### src/hw/uart_cfg.svh
`ifndef UART_CFG_SVH
`define UART_CFG_SVH

// bus address width
`define UART_ADDR_W     12

// register offsets
`define DATA_REG_ADDR   12'h000
`define UART_CSR_ADDR   12'h004
`define UART_CTRL_ADDR  12'h008

// bit divisor width and reset value, one bit is divisor+1 cycles
`define UART_DIV_W      12
`define UART_DIV_DFT    12'd15

// reset values, only the csr divisor field is nonzero
`define UART_CSR_DFT    {12'h000, `UART_DIV_DFT, 8'h00}
`define UART_CTRL_DFT   32'h0000_0000

`endif

### src/hw/uart_bus_pkg.sv
`include "uart_cfg.svh"

package uart_bus_pkg;

	// command channel payload
	typedef struct packed {
		logic [`UART_ADDR_W-1:0] addr;
		logic                    read;
		logic [31:0]             wdata;
	} bus_cmd_t;

	// response channel payload, zero for writes
	typedef struct packed {
		logic [31:0] rdata;
	} bus_rsp_t;

endpackage

### src/hw/uart_reg_pkg.sv
`include "uart_cfg.svh"

package uart_reg_pkg;

	// control register
	typedef struct packed {
		logic [26:0] rsvd;
		logic        irq_en;
		logic        parity_odd;
		logic        parity_en;
		logic        rx_en;
		logic        tx_en;
	} uart_ctrl_t;

	// csr as seen by a write
	typedef struct packed {
		logic [11:0]            user;
		logic [`UART_DIV_W-1:0] divisor;
		logic [7:0]             ignored;
	} csr_wr_t;

	// csr as seen by a read
	typedef struct packed {
		logic                   parity_error;
		logic [10:0]            rsvd_hi;
		logic [`UART_DIV_W-1:0] divisor;
		logic [2:0]             rsvd_mid;
		logic                   rx_ok;
		logic [2:0]             rsvd_lo;
		logic                   tx_ok;
	} csr_rd_t;

	// one csr word, config on write and status on read
	typedef union packed {
		csr_wr_t wr;
		csr_rd_t rd;
	} uart_csr_u;

	// frame setup shared by transmitter and receiver
	typedef struct packed {
		logic [`UART_DIV_W-1:0] divisor;
		logic                   parity_en;
		logic                   parity_odd;
	} line_cfg_t;

	typedef struct packed {
		logic [7:0] data;
		logic       valid;
		logic       parity_error;
	} rx_stat_t;

endpackage

### src/hw/uart_ctrl.sv
`timescale 1ns/100ps
`include "uart_cfg.svh"

module uart_ctrl
	import uart_bus_pkg::*, uart_reg_pkg::*;
(
	input  logic       clk,
	input  logic       rst_n,
	input  logic       i_cmd_valid,
	input  bus_cmd_t   i_cmd,
	output logic       o_cmd_ready,
	output logic       o_rsp_valid,
	output bus_rsp_t   o_rsp,
	input  logic       i_rsp_ready,
	output line_cfg_t  o_line_cfg,
	output logic       o_tx_start,
	output logic [7:0] o_tx_data,
	input  logic       i_tx_busy,
	input  rx_stat_t   i_rx_stat,
	output logic       o_rx_clear,
	output logic       o_irq
);

	uart_ctrl_t  ctrl_q;
	uart_csr_u   csr_q;
	uart_csr_u   csr_wr_word;
	uart_csr_u   csr_rd_word;
	logic        ready_en;
	logic        cmd_fire;
	logic        wr_fire;
	logic        rd_fire;
	logic        tx_wr;
	logic        rx_ok;
	logic        tx_ok;
	logic [31:0] rd_data;

	// one transfer in flight, ready again as the response leaves
	assign o_cmd_ready = ready_en & (~o_rsp_valid | i_rsp_ready);
	assign cmd_fire = i_cmd_valid & o_cmd_ready;
	assign wr_fire = cmd_fire & ~i_cmd.read;
	assign rd_fire = cmd_fire & i_cmd.read;
	assign tx_wr = wr_fire & (i_cmd.addr == `DATA_REG_ADDR) & ctrl_q.tx_en;

	assign rx_ok = i_rx_stat.valid & ctrl_q.rx_en;
	// a start still on its way to the transmitter counts as busy
	assign tx_ok = ~(i_tx_busy | o_tx_start);

	assign csr_wr_word = i_cmd.wdata;

	always_comb begin
		csr_rd_word.rd = '0;
		csr_rd_word.rd.parity_error = i_rx_stat.parity_error;
		csr_rd_word.rd.divisor = csr_q.wr.divisor;
		csr_rd_word.rd.rx_ok = rx_ok;
		csr_rd_word.rd.tx_ok = tx_ok;
	end

	// unmapped offsets read as zero
	always_comb begin
		case (i_cmd.addr)
			`DATA_REG_ADDR:  rd_data = {24'h0, i_rx_stat.data};
			`UART_CSR_ADDR:  rd_data = csr_rd_word;
			`UART_CTRL_ADDR: rd_data = ctrl_q;
			default:         rd_data = '0;
		endcase
	end

	always_ff @(posedge clk or negedge rst_n) begin
		if (!rst_n) begin
			ready_en <= 1'b0;
			o_rsp_valid <= 1'b0;
		end else begin
			ready_en <= 1'b1;
			if (cmd_fire) begin
				o_rsp_valid <= 1'b1;
			end else if (i_rsp_ready) begin
				o_rsp_valid <= 1'b0;
			end
		end
	end

	always_ff @(posedge clk) begin
		if (cmd_fire) begin
			o_rsp.rdata <= i_cmd.read ? rd_data : 32'h0;
		end
	end

	always_ff @(posedge clk or negedge rst_n) begin
		if (!rst_n) begin
			ctrl_q <= `UART_CTRL_DFT;
			csr_q <= `UART_CSR_DFT;
			o_tx_start <= 1'b0;
		end else begin
			o_tx_start <= tx_wr;
			if (wr_fire) begin
				case (i_cmd.addr)
					`UART_CSR_ADDR:  csr_q.wr.divisor <= csr_wr_word.wr.divisor;
					`UART_CTRL_ADDR: ctrl_q <= i_cmd.wdata;
					default: ;
				endcase
			end
		end
	end

	always_ff @(posedge clk) begin
		if (tx_wr) begin
			o_tx_data <= i_cmd.wdata[7:0];
		end
	end

	assign o_line_cfg = '{
		divisor:    csr_q.wr.divisor,
		parity_en:  ctrl_q.parity_en,
		parity_odd: ctrl_q.parity_odd
	};

	// data read consumes the byte, a disabled receiver keeps its flags clear
	assign o_rx_clear = (rd_fire & (i_cmd.addr == `DATA_REG_ADDR)) | ~ctrl_q.rx_en;
	assign o_irq = ctrl_q.irq_en & rx_ok;

endmodule

### src/hw/uart_tx.sv
`timescale 1ns/100ps
`include "uart_cfg.svh"

module uart_tx
	import uart_reg_pkg::*;
(
	input  logic       clk,
	input  logic       rst_n,
	input  line_cfg_t  i_line_cfg,
	input  logic       i_start,
	input  logic [7:0] i_data,
	output logic       o_busy,
	output logic       o_txd
);

	typedef enum logic [2:0] {
		TX_IDLE,
		TX_START,
		TX_DATA,
		TX_PARITY,
		TX_STOP
	} tx_state_e;

	tx_state_e              state;
	logic [`UART_DIV_W-1:0] bit_cnt;
	logic [2:0]             bit_idx;
	logic [7:0]             shift_q;
	logic                   par_q;
	logic                   bit_end;

	assign bit_end = (bit_cnt == i_line_cfg.divisor);
	assign o_busy = (state != TX_IDLE);

	always_ff @(posedge clk or negedge rst_n) begin
		if (!rst_n) begin
			state <= TX_IDLE;
			bit_cnt <= '0;
			bit_idx <= '0;
			o_txd <= 1'b1;
		end else if (state == TX_IDLE) begin
			bit_cnt <= '0;
			// starts while busy never get here
			if (i_start) begin
				state <= TX_START;
				o_txd <= 1'b0;
			end
		end else if (!bit_end) begin
			bit_cnt <= bit_cnt + 1'b1;
		end else begin
			bit_cnt <= '0;
			case (state)
				TX_START: begin
					state <= TX_DATA;
					bit_idx <= '0;
					o_txd <= shift_q[0];
				end
				TX_DATA: begin
					if (bit_idx == 3'd7) begin
						state <= i_line_cfg.parity_en ? TX_PARITY : TX_STOP;
						o_txd <= i_line_cfg.parity_en ? par_q : 1'b1;
					end else begin
						bit_idx <= bit_idx + 1'b1;
						o_txd <= shift_q[0];
					end
				end
				TX_PARITY: begin
					state <= TX_STOP;
					o_txd <= 1'b1;
				end
				default: begin
					state <= TX_IDLE;
				end
			endcase
		end
	end

	// byte and parity captured at frame start, lsb shifted out first
	always_ff @(posedge clk) begin
		if (state == TX_IDLE && i_start) begin
			shift_q <= i_data;
			par_q <= ^i_data ^ i_line_cfg.parity_odd;
		end else if (bit_end && (state == TX_START || state == TX_DATA)) begin
			shift_q <= shift_q >> 1;
		end
	end

endmodule

### src/hw/uart_rx.sv
`timescale 1ns/100ps
`include "uart_cfg.svh"

module uart_rx
	import uart_reg_pkg::*;
(
	input  logic      clk,
	input  logic      rst_n,
	input  line_cfg_t i_line_cfg,
	input  logic      i_rxd,
	input  logic      i_clear,
	output rx_stat_t  o_stat
);

	typedef enum logic [2:0] {
		RX_IDLE,
		RX_START,
		RX_DATA,
		RX_PARITY,
		RX_STOP
	} rx_state_e;

	rx_state_e              state;
	logic                   rxd_s1;
	logic                   rxd_s2;
	logic                   rxd_d;
	logic [`UART_DIV_W-1:0] bit_cnt;
	logic [2:0]             bit_idx;
	logic [7:0]             shift_q;
	logic                   par_bit;
	logic [7:0]             data_q;
	logic                   valid_q;
	logic                   perr_q;
	logic                   start_edge;
	logic                   half_pt;
	logic                   full_pt;
	logic                   stop_smp;

	// two-flop synchronizer plus one stage for edge detect
	always_ff @(posedge clk or negedge rst_n) begin
		if (!rst_n) begin
			rxd_s1 <= 1'b1;
			rxd_s2 <= 1'b1;
			rxd_d <= 1'b1;
		end else begin
			rxd_s1 <= i_rxd;
			rxd_s2 <= rxd_s1;
			rxd_d <= rxd_s2;
		end
	end

	assign start_edge = rxd_d & ~rxd_s2;
	assign half_pt = (bit_cnt == (i_line_cfg.divisor >> 1));
	assign full_pt = (bit_cnt == i_line_cfg.divisor);
	assign stop_smp = (state == RX_STOP) & full_pt;

	always_ff @(posedge clk or negedge rst_n) begin
		if (!rst_n) begin
			state <= RX_IDLE;
			bit_cnt <= '0;
			bit_idx <= '0;
		end else if (state == RX_IDLE) begin
			bit_cnt <= '0;
			if (start_edge) begin
				state <= RX_START;
			end
		end else if (state == RX_START) begin
			// middle of start bit, high here means a glitch
			if (half_pt) begin
				bit_cnt <= '0;
				bit_idx <= '0;
				state <= rxd_s2 ? RX_IDLE : RX_DATA;
			end else begin
				bit_cnt <= bit_cnt + 1'b1;
			end
		end else if (!full_pt) begin
			bit_cnt <= bit_cnt + 1'b1;
		end else begin
			bit_cnt <= '0;
			case (state)
				RX_DATA: begin
					bit_idx <= bit_idx + 1'b1;
					if (bit_idx == 3'd7) begin
						state <= i_line_cfg.parity_en ? RX_PARITY : RX_STOP;
					end
				end
				RX_PARITY: state <= RX_STOP;
				default:   state <= RX_IDLE;
			endcase
		end
	end

	// lsb arrives first
	always_ff @(posedge clk) begin
		if (state == RX_DATA && full_pt) begin
			shift_q <= {rxd_s2, shift_q[7:1]};
		end
		if (state == RX_PARITY && full_pt) begin
			par_bit <= rxd_s2;
		end
		if (stop_smp) begin
			data_q <= shift_q;
		end
	end

	// new frame wins over a clear in the same cycle
	always_ff @(posedge clk or negedge rst_n) begin
		if (!rst_n) begin
			valid_q <= 1'b0;
			perr_q <= 1'b0;
		end else if (stop_smp) begin
			valid_q <= 1'b1;
			perr_q <= i_line_cfg.parity_en &
				(^shift_q ^ par_bit ^ i_line_cfg.parity_odd);
		end else if (i_clear) begin
			valid_q <= 1'b0;
			perr_q <= 1'b0;
		end
	end

	assign o_stat = '{data: data_q, valid: valid_q, parity_error: perr_q};

endmodule

### src/hw/uart_top.sv
`timescale 1ns/100ps

module uart_top
	import uart_bus_pkg::*, uart_reg_pkg::*;
(
	input  logic     clk,
	input  logic     rst_n,
	input  logic     i_cmd_valid,
	input  bus_cmd_t i_cmd,
	output logic     o_cmd_ready,
	output logic     o_rsp_valid,
	output bus_rsp_t o_rsp,
	input  logic     i_rsp_ready,
	output logic     o_txd,
	input  logic     i_rxd,
	output logic     o_irq
);

	line_cfg_t  line_cfg;
	logic       tx_start;
	logic [7:0] tx_data;
	logic       tx_busy;
	rx_stat_t   rx_stat;
	logic       rx_clear;

	uart_ctrl u_ctrl (
		.clk         (clk),
		.rst_n       (rst_n),
		.i_cmd_valid (i_cmd_valid),
		.i_cmd       (i_cmd),
		.o_cmd_ready (o_cmd_ready),
		.o_rsp_valid (o_rsp_valid),
		.o_rsp       (o_rsp),
		.i_rsp_ready (i_rsp_ready),
		.o_line_cfg  (line_cfg),
		.o_tx_start  (tx_start),
		.o_tx_data   (tx_data),
		.i_tx_busy   (tx_busy),
		.i_rx_stat   (rx_stat),
		.o_rx_clear  (rx_clear),
		.o_irq       (o_irq)
	);

	uart_tx u_tx (
		.clk        (clk),
		.rst_n      (rst_n),
		.i_line_cfg (line_cfg),
		.i_start    (tx_start),
		.i_data     (tx_data),
		.o_busy     (tx_busy),
		.o_txd      (o_txd)
	);

	uart_rx u_rx (
		.clk        (clk),
		.rst_n      (rst_n),
		.i_line_cfg (line_cfg),
		.i_rxd      (i_rxd),
		.i_clear    (rx_clear),
		.o_stat     (rx_stat)
	);

endmodule

### config.mk
export PLATFORM = sky130hd
export DESIGN_NAME = uart_top
export DESIGN_NICKNAME = d
export VERILOG_FILES = /design/src/hw/uart_bus_pkg.sv /design/src/hw/uart_reg_pkg.sv /design/src/hw/uart_ctrl.sv /design/src/hw/uart_tx.sv /design/src/hw/uart_rx.sv /design/src/hw/uart_top.sv
export VERILOG_INCLUDE_DIRS = /design/src /design/src/hw
export SDC_FILE = /design/constraint.sdc
export NUM_CORES = 1
export LEC_CHECK = 0
export BUFFER_PORTS_ARGS = -buffer_cell sky130_fd_sc_hd__buf_2
export CORE_MARGIN = 1
export CORE_UTILIZATION = 55
export CTS_CLUSTER_DIAMETER = 200
export DETAILED_ROUTE_END_ITERATION = 10
export PLACE_DENSITY = 0.79
export SLEW_MARGIN = 20
export SYNTH_ARGS = -nofsm -noshare
export SYNTH_HDL_FRONTEND = slang
export SYNTH_SLANG_ARGS = --single-unit
### constraint.sdc
create_clock -name clk -period 2.5 [get_ports clk]
set_input_delay 0.25 -clock clk [delete_from_list [all_inputs] [get_ports clk]]
set_output_delay 0.25 -clock clk [all_outputs]
set_load 0.1 [all_outputs]
# Word-level counts from Yosys, hierarchy flattened
# Index checks and enable logic that the tools add are counted.
# Widths: inputs -> output; s select.
[word_totals] in_bits=50 elab_cells=146 output_inout_bits=36 register_bits=155
[classes] mux=40 reduce_logical=27 n_bitwise=25 eq_ne=21 n_addsub=4
[ops] op="$pmux 32 s3" count=1
[ops] op="$mux 12" count=6
[ops] op="$mux 3" count=16
[ops] op="$add 12x1->12 const B" count=2
[ops] op="$eq 12x12->1" count=2
[ops] op="$mux 8" count=2
[ops] op="$reduce_xor 8->1" count=2
[ops] op="$reduce_bool 2->1" count=7
[ops] op="$and 1x1->1" count=12
[ops] op="$eq 12x11->1" count=1
[ops] op="$eq 12x3->1 const B" count=1
[ops] op="$eq 12x4->1 const B" count=1
[ops] op="$eq 3x2->1 const B" count=4
[ops] op="$logic_not 12->1" count=1
[ops] op="$pmux 3 s2" count=2
[ops] op="$reduce_and 4->1" count=3
[ops] op="$mux 1" count=10
[ops] op="$eq 3x3->1 const B" count=3
[ops] op="$pmux 3 s3" count=1
[ops] op="$not 1->1" count=7
[ops] op="$add 3x1->3 const B" count=2
[ops] op="$eq 3x1->1 const B" count=2
[ops] op="$logic_not 3->1" count=2
[ops] op="$ne 3x1->1 const B" count=2
[ops] op="other kinds (13)" count=25

# Depth between registers and ports, before layout
[depth] word_depth=9 mapped_depth=7 mapped_depth_nobuf=6

# Hierarchy
# Synthesis repeated with hierarchy kept, for this count alone.
[unflattened] hier_cells=558 area_unflattened_um2=7099.3
[modules_own_cells] mod="uart_ctrl" n_inst=1 seq_area_each_um2=2382.3 area_each_um2=3477.1 cells_each=228
[modules_own_cells] mod="uart_rx" n_inst=1 seq_area_each_um2=1089.8 area_each_um2=2068.2 cells_each=176
[modules_own_cells] mod="uart_tx" n_inst=1 seq_area_each_um2=747.0 area_each_um2=1554.0 cells_each=154

# Worst setup path after synthesis
# OpenSTA, ideal clock, no wires.
[synth_path] path_kind="register to register" start="register u_ctrl.o_rsp_valid" end="register u_rx.perr_q" setup_slack_ps=244 arrival_ps=2131 required_ps=2375 synth_period_minus_slack_ps=2256 setup_ps=125 stages_incl_launch_ff=7 n_path_buf=0 cell_sequence="dfrtp_1 nand2b_1 nand3_1 inv_1 nand3_1 nand3_1 mux2i_1"
[synth_between] elab_chain_len=8
[synth_lines] item="from (decl)" line_no="uart_ctrl.sv:12" source="output logic o_rsp_valid,"
[synth_lines] item="from (signal assigned)" line_no="uart_ctrl.sv:71" source="o_rsp_valid <= 1'b0;"
[synth_lines] item="from (signal assigned)" line_no="uart_ctrl.sv:75" source="o_rsp_valid <= 1'b1;"
[synth_lines] item="from (signal assigned)" line_no="uart_ctrl.sv:77" source="o_rsp_valid <= 1'b0;"
[synth_lines] item="$not 1->1" line_no="uart_ctrl.sv:38" source="assign o_cmd_ready = ready_en & (~o_rsp_valid | i_rsp_ready);"
[synth_lines] item="$or 1x1->1" line_no="uart_ctrl.sv:38"
[synth_lines] item="$and 1x1->1" line_no="uart_ctrl.sv:38"
[synth_lines] item="$and 1x1->1" line_no="uart_ctrl.sv:39" source="assign cmd_fire = i_cmd_valid & o_cmd_ready;"
[synth_lines] item="via u_ctrl.cmd_fire" line_no="uart_ctrl.sv:29" source="logic cmd_fire;"
[synth_lines] item="$and 1x1->1" line_no="uart_ctrl.sv:41" source="assign rd_fire = cmd_fire & i_cmd.read;"
[synth_lines] item="$and 1x1->1" line_no="uart_ctrl.sv:118" source="assign o_rx_clear = (rd_fire & (i_cmd.addr == `DATA_REG_ADDR)) | ~ctrl_q.rx_en;"
[synth_lines] item="$or 1x1->1" line_no="uart_ctrl.sv:118"
[synth_lines] item="$reduce_bool 2->1 (no line)"
[synth_lines] item="to (signal assigned)" line_no="uart_rx.sv:113" source="perr_q <= i_line_cfg.parity_en &"
[synth_lines] item="to (decl)" line_no="uart_rx.sv:33" source="logic perr_q;"
# The timed path passes the listed nets, and every way through them passes these cells.
# A chain may end at the register's enable or synchronous reset.

# Worst setup path in the final report
[layout_path] start="register u_ctrl.csr_q, in the netlist u_ctrl.o_line_cfg[4]" end="register u_rx.data_q[6], enable pin"
[layout_between] elab_chain_len=2
[layout_lines] item="from (decl)" line_no="uart_ctrl.sv:25" source="uart_csr_u csr_q;"
[layout_lines] item="from (signal assigned)" line_no="uart_ctrl.sv:91" source="csr_q <= `UART_CSR_DFT;"
[layout_lines] item="$eq 12x12->1" line_no="uart_rx.sv:54" source="assign full_pt = (bit_cnt == i_line_cfg.divisor);"
[layout_lines] item="$and 1x1->1" line_no="uart_rx.sv:55" source="assign stop_smp = (state == RX_STOP) & full_pt;"
[layout_lines] item="via u_rx.stop_smp" line_no="uart_rx.sv:37" source="logic stop_smp;"
[layout_lines] item="to (signal assigned)" line_no="uart_rx.sv:102" source="data_q <= shift_q;"
[layout_lines] item="to (decl)" line_no="uart_rx.sv:31" source="logic [7:0] data_q;"
# The timed path passes the listed nets, and every way through them passes these cells.

==> results by stage <==
Outcome:
- The flow ran to the end, and the final reports show no timing, DRC or antenna violations.

GRT:
- In the global route stage, overall resource usage came out at 0.2361.
- The first global-routing pass estimated 22.96 mm of wire.
- The leftover overflow at the end of global routing is 0.
- The largest net degree at the start of global routing is 48.
- The number of global-route vias before repair came to between 4k and 5k.
- The initial antenna violation count is 0.

Yosys:
- The number of nets in the synthesized netlist is around 600.
- After synthesis, the largest family of logic cells by area is simple AND/OR/NAND/NOR gates.
- The share of the Yosys chip area taken by registers is 0.6093.
- The number of warnings issued by yosys is 0.
- The post-synthesis average cell area is 13.02 sq um.
- The async set or reset register ratio after synthesis is 0.5742.
- The complex-gate fraction of the synthesized area came to 0.04879.
- Of the total synthesized cell area, the portion taken by XOR and XNOR cells is 0.09180.
- The post-synthesis sequential element count is about 160.
- Measured against the total synthesized area, the mux share comes to 0.09415.
- The arithmetic-cell share of the synthesized area counting full adders, half adders and majority gates is 0.01084.
- The area fraction in and, or, nand and nor cells after synthesis is 0.1213.
- The cell area after synthesis is between 6000 and 7000 sq um.
- The top flip-flop cell by instance count after synthesis is sky130_fd_sc_hd__dfrtp_1.
- Counting flops with a built-in enable in the synthesized netlist gives 66.
- In the synthesized netlist, the number of instances is ~530.
- The number of different library cells used by synthesis comes to between 50 and 60.

Final layout:
- The most common cell after layout, fill and taps aside is sky130_fd_sc_hd__buf_2.
- The multi-input combinational cells in the finished layout cover a total of ~2500 sq um.
- The library cells used most frequently in the layout, excluding fill and tap cells, are sky130_fd_sc_hd__buf_2 (84), sky130_fd_sc_hd__dfrtp_1 (81), sky130_fd_sc_hd__edfxtp_1 (66).
- At the end of the flow the core is filled with cells to 0.6706.
- The fill cell total of the finished layout is between 800 and 900.
- The number of nets in the layout is approximately 680.
- Of the cells placed in the final design, the portion with a size suffix greater than 1 is 0.2347.
- The layout overhead on the synthesized area is 17.78%.
- Across the whole layout, storage elements account for 4219 sq um.
- The repair_antennas step left the layout with diodes totalling 0.

Route:
- The first routing iteration left 347 violations.
- The count of nets left with antenna violations after detail routing is 0.
- Using the TritonRoute via totals, the vias-per-cell ratio works out to 5.629.
- For this run, the detailed router's first-pass iteration total came to 5.
- The wire length reported by the detailed router is ~14 mm.
- The routed layout has roughly 4.5k vias.
- In the routed design, unresolved DRC markers number 0.
- The detailed-route wire length per cell is around 17 um.

Placement:
- At the end of routability-driven placement, the weighted congestion stood at 0.9500.
- Input and output buffers added on the ports amount to 85.
- The minimum setup slack after placement is 321.0 ps.
- The half-perimeter wire length of the detailed placement result is roughly 10 mm.

Timing:
- The worst slew margin relative to its limit is 0.5839.
- At the pin with the least slew margin, the transition time is 624.1 ps.
- Setup repair after global routing left no endpoint under its margin.
- The number of max-slew violations in the final report is 0.
- The number of endpoints with negative hold slack in the final report is 0.
- The setup TNS is 0 ps.
- The count of endpoints failing setup in the final report is 0.
- The worst path needs 2212 ps of the cycle, external delays included.
- The share of the clock period used by the worst path after layout is 0.8847.
- The worst hold margin is 25.54 ps.
- Based on the critical path, the design can be clocked at up to 452.1 MHz.
- The setup skew after layout is around 7.7 ps.
- Once routing completed, OpenROAD measured the worst setup slack at roughly 290 ps.

Power and ir drop:
- The power density over cell area is about 740 nW/um^2.
- The maximum resistive drop on vdd is 0.0005773 V.
- Summed over all cells, the static leakage comes to 3.843 nW.

Floorplanning:
- The initial utilization of the core area, before any placement, comes to 0.5693.
- The site row count is 40.
- In this run the vertical extent of the chip is 114.2 um.
- The floorplan step defined a die boundary enclosing about 13,000 sq um.
- The horizontal extent of the die is between 100 and 150 um.
- 86 I/O pins were placed.
- The core region is about 12,000 sq um.

Clock tree:
- The count of instances resized after the clock tree is built is 0.
- The tree is rooted in a sky130_fd_sc_hd__clkbuf_16.
- The insertion delay to the later sink of the worst-skew pair is between 400 and 500 ps.
- Counting every sink on the clock net gives ~160.
- The clock tree from TritonCTS is built.
- The H-tree level count is 4.
- After clock tree synthesis, the clock-pin slew on the worst setup and hold paths is ~60 ps.
- The clock passes through at most 2 buffers.
- The number of clock buffers added by TritonCTS is 17.

Setup path:
- The kind of launch point of the worst setup path is a flop.
- Data on the critical path is required at its endpoint by 2600 ps.
- STA classifies the critical path endpoint as a flop.
- The data arrival time of the critical path is approximately 2300 ps.
- Of all nets on the critical path, the largest fanout is 8.
- The classification of the worst setup path is reg2reg.

Flow run:
- The number of max-capacitance violations reported is 0.

Worst hold path:
- In this run the worst hold path is classified as in2reg.
critical path, stage by stage, from the launching register on:
cell                       delay, ps
sky130_fd_sc_hd__dfstp_2         600
sky130_fd_sc_hd__xor2_1           80
sky130_fd_sc_hd__nor4_1          380
sky130_fd_sc_hd__and4_1          390
sky130_fd_sc_hd__nand3b_1        180
sky130_fd_sc_hd__inv_1           270
cell type report:
cell class	count	area share
Tap cell	168	0.02577
Clock buffer	23	0.06137
Sequential cell	155	0.5173
Clock inverter	9	0.01043
Timing Repair Buffer	100	0.06873
Multi-Input combinational cell	344	0.3127
Inverter	8	0.003682
repair_timing:
item                                   CTS  global route
setup endpoints to repair                0             0
endpoints found under the hold margin   39             0
hold buffers                             3             0
setup buffers                            0             0
state kept, by name, summed over array words and instances (netlist names), 8 cells and up:
signal,cells
u_tx.bit_cnt,12
u_ctrl.o_rsp,32
u_rx.bit_cnt,12
u_rx.shift_q,8
u_ctrl.ctrl_q,30
u_ctrl.o_line_cfg,14
u_tx.shift_q,8
u_rx.data_q,8
u_ctrl.o_tx_data,8
where the power goes:
group	leakage, nW	switching [W]	internal (W)
combinational	1.72	0.000401	0.000233
sequential	1.84	0.000107	0.00281
clock	0.279	0.000981	0.00151
total	3.84	0.00149	0.00456
kinds of logic (layout without fill, tap and decap cells):
kind of cell,count (synthesis),in the layout
flip-flops,155,155
XOR/XNOR,71,71
other,1,1
adder cells (fa/ha/maj),6,6
AO/OA/AOI/OAI,46,46
multiplexers,58,58
AND/OR/NAND/NOR,162,162
buffers and inverters,33,140
stage by stage:
step,total power (W),cells,cell area [sq um]
floorplan,0.003403,532,6924
global placement,0.003565,772,7540
detailed placement,0.003600,772,7540
CTS,0.006103,807,8155
global route,0.006280,807,8155
finish,0.006047,807,8155
worst paths after layout:
path / start / to / slack (ps) / cells after the start
worst max-delay path: u_ctrl.o_line_cfg[4]$_DFFE_PN1P_ / u_rx.data_q[6]$_DFFE_PP_ / 290 / 5
worst min-delay path: i_cmd[3] / u_ctrl.o_tx_data[3]$_DFFE_PP_ / 30 / 1
worst max register to register: u_ctrl.o_line_cfg[4]$_DFFE_PN1P_ / u_rx.data_q[6]$_DFFE_PP_ / 290 / 5
worst min register to register: u_rx.rxd_s1$_DFF_PN1_ / u_rx.rxd_s2$_DFF_PN1_ / 360 / 0
max in group asynchronous: rst_n / u_ctrl.ctrl_q[0]$_DFFE_PN0P_ / 1470 / 3
min in group asynchronous: rst_n / u_ctrl.ctrl_q[22]$_DFFE_PN0P_ / 380 / 2
layer usage:
layer | vias to the layer above | wire length [um] | track usage
met5 | - | 0 | 0
met4 | 0 | 217 | 0.08312
met3 | 17 | 689 | 0.06829
met2 | 149 | 7224 | 0.3939
met1 | 2292 | 5982 | 0.2949
li1 | 2085 | - | -
synth_stat cells (8+ instances only):
cell | count | area, sq um
sky130_fd_sc_hd__nor4_1 | 9 | 56.30
sky130_fd_sc_hd__dfstp_2 | 8 | 210.2
sky130_fd_sc_hd__mux2_1 | 48 | 540.5
sky130_fd_sc_hd__xor2_1 | 54 | 473.0
sky130_fd_sc_hd__nor2_1 | 54 | 202.7
sky130_fd_sc_hd__xnor2_1 | 16 | 140.1
sky130_fd_sc_hd__and3_1 | 25 | 156.4
sky130_fd_sc_hd__a22oi_1 | 20 | 150.1
sky130_fd_sc_hd__edfxtp_1 | 66 | 1982
sky130_fd_sc_hd__inv_1 | 8 | 30.03
sky130_fd_sc_hd__nand3_1 | 19 | 95.09
sky130_fd_sc_hd__clkbuf_1 | 17 | 63.81
sky130_fd_sc_hd__mux2_2 | 9 | 101.4
sky130_fd_sc_hd__nand2_1 | 20 | 75.07
sky130_fd_sc_hd__dfrtp_1 | 81 | 2027
Note: power is estimated with default switching activity, not from simulation.
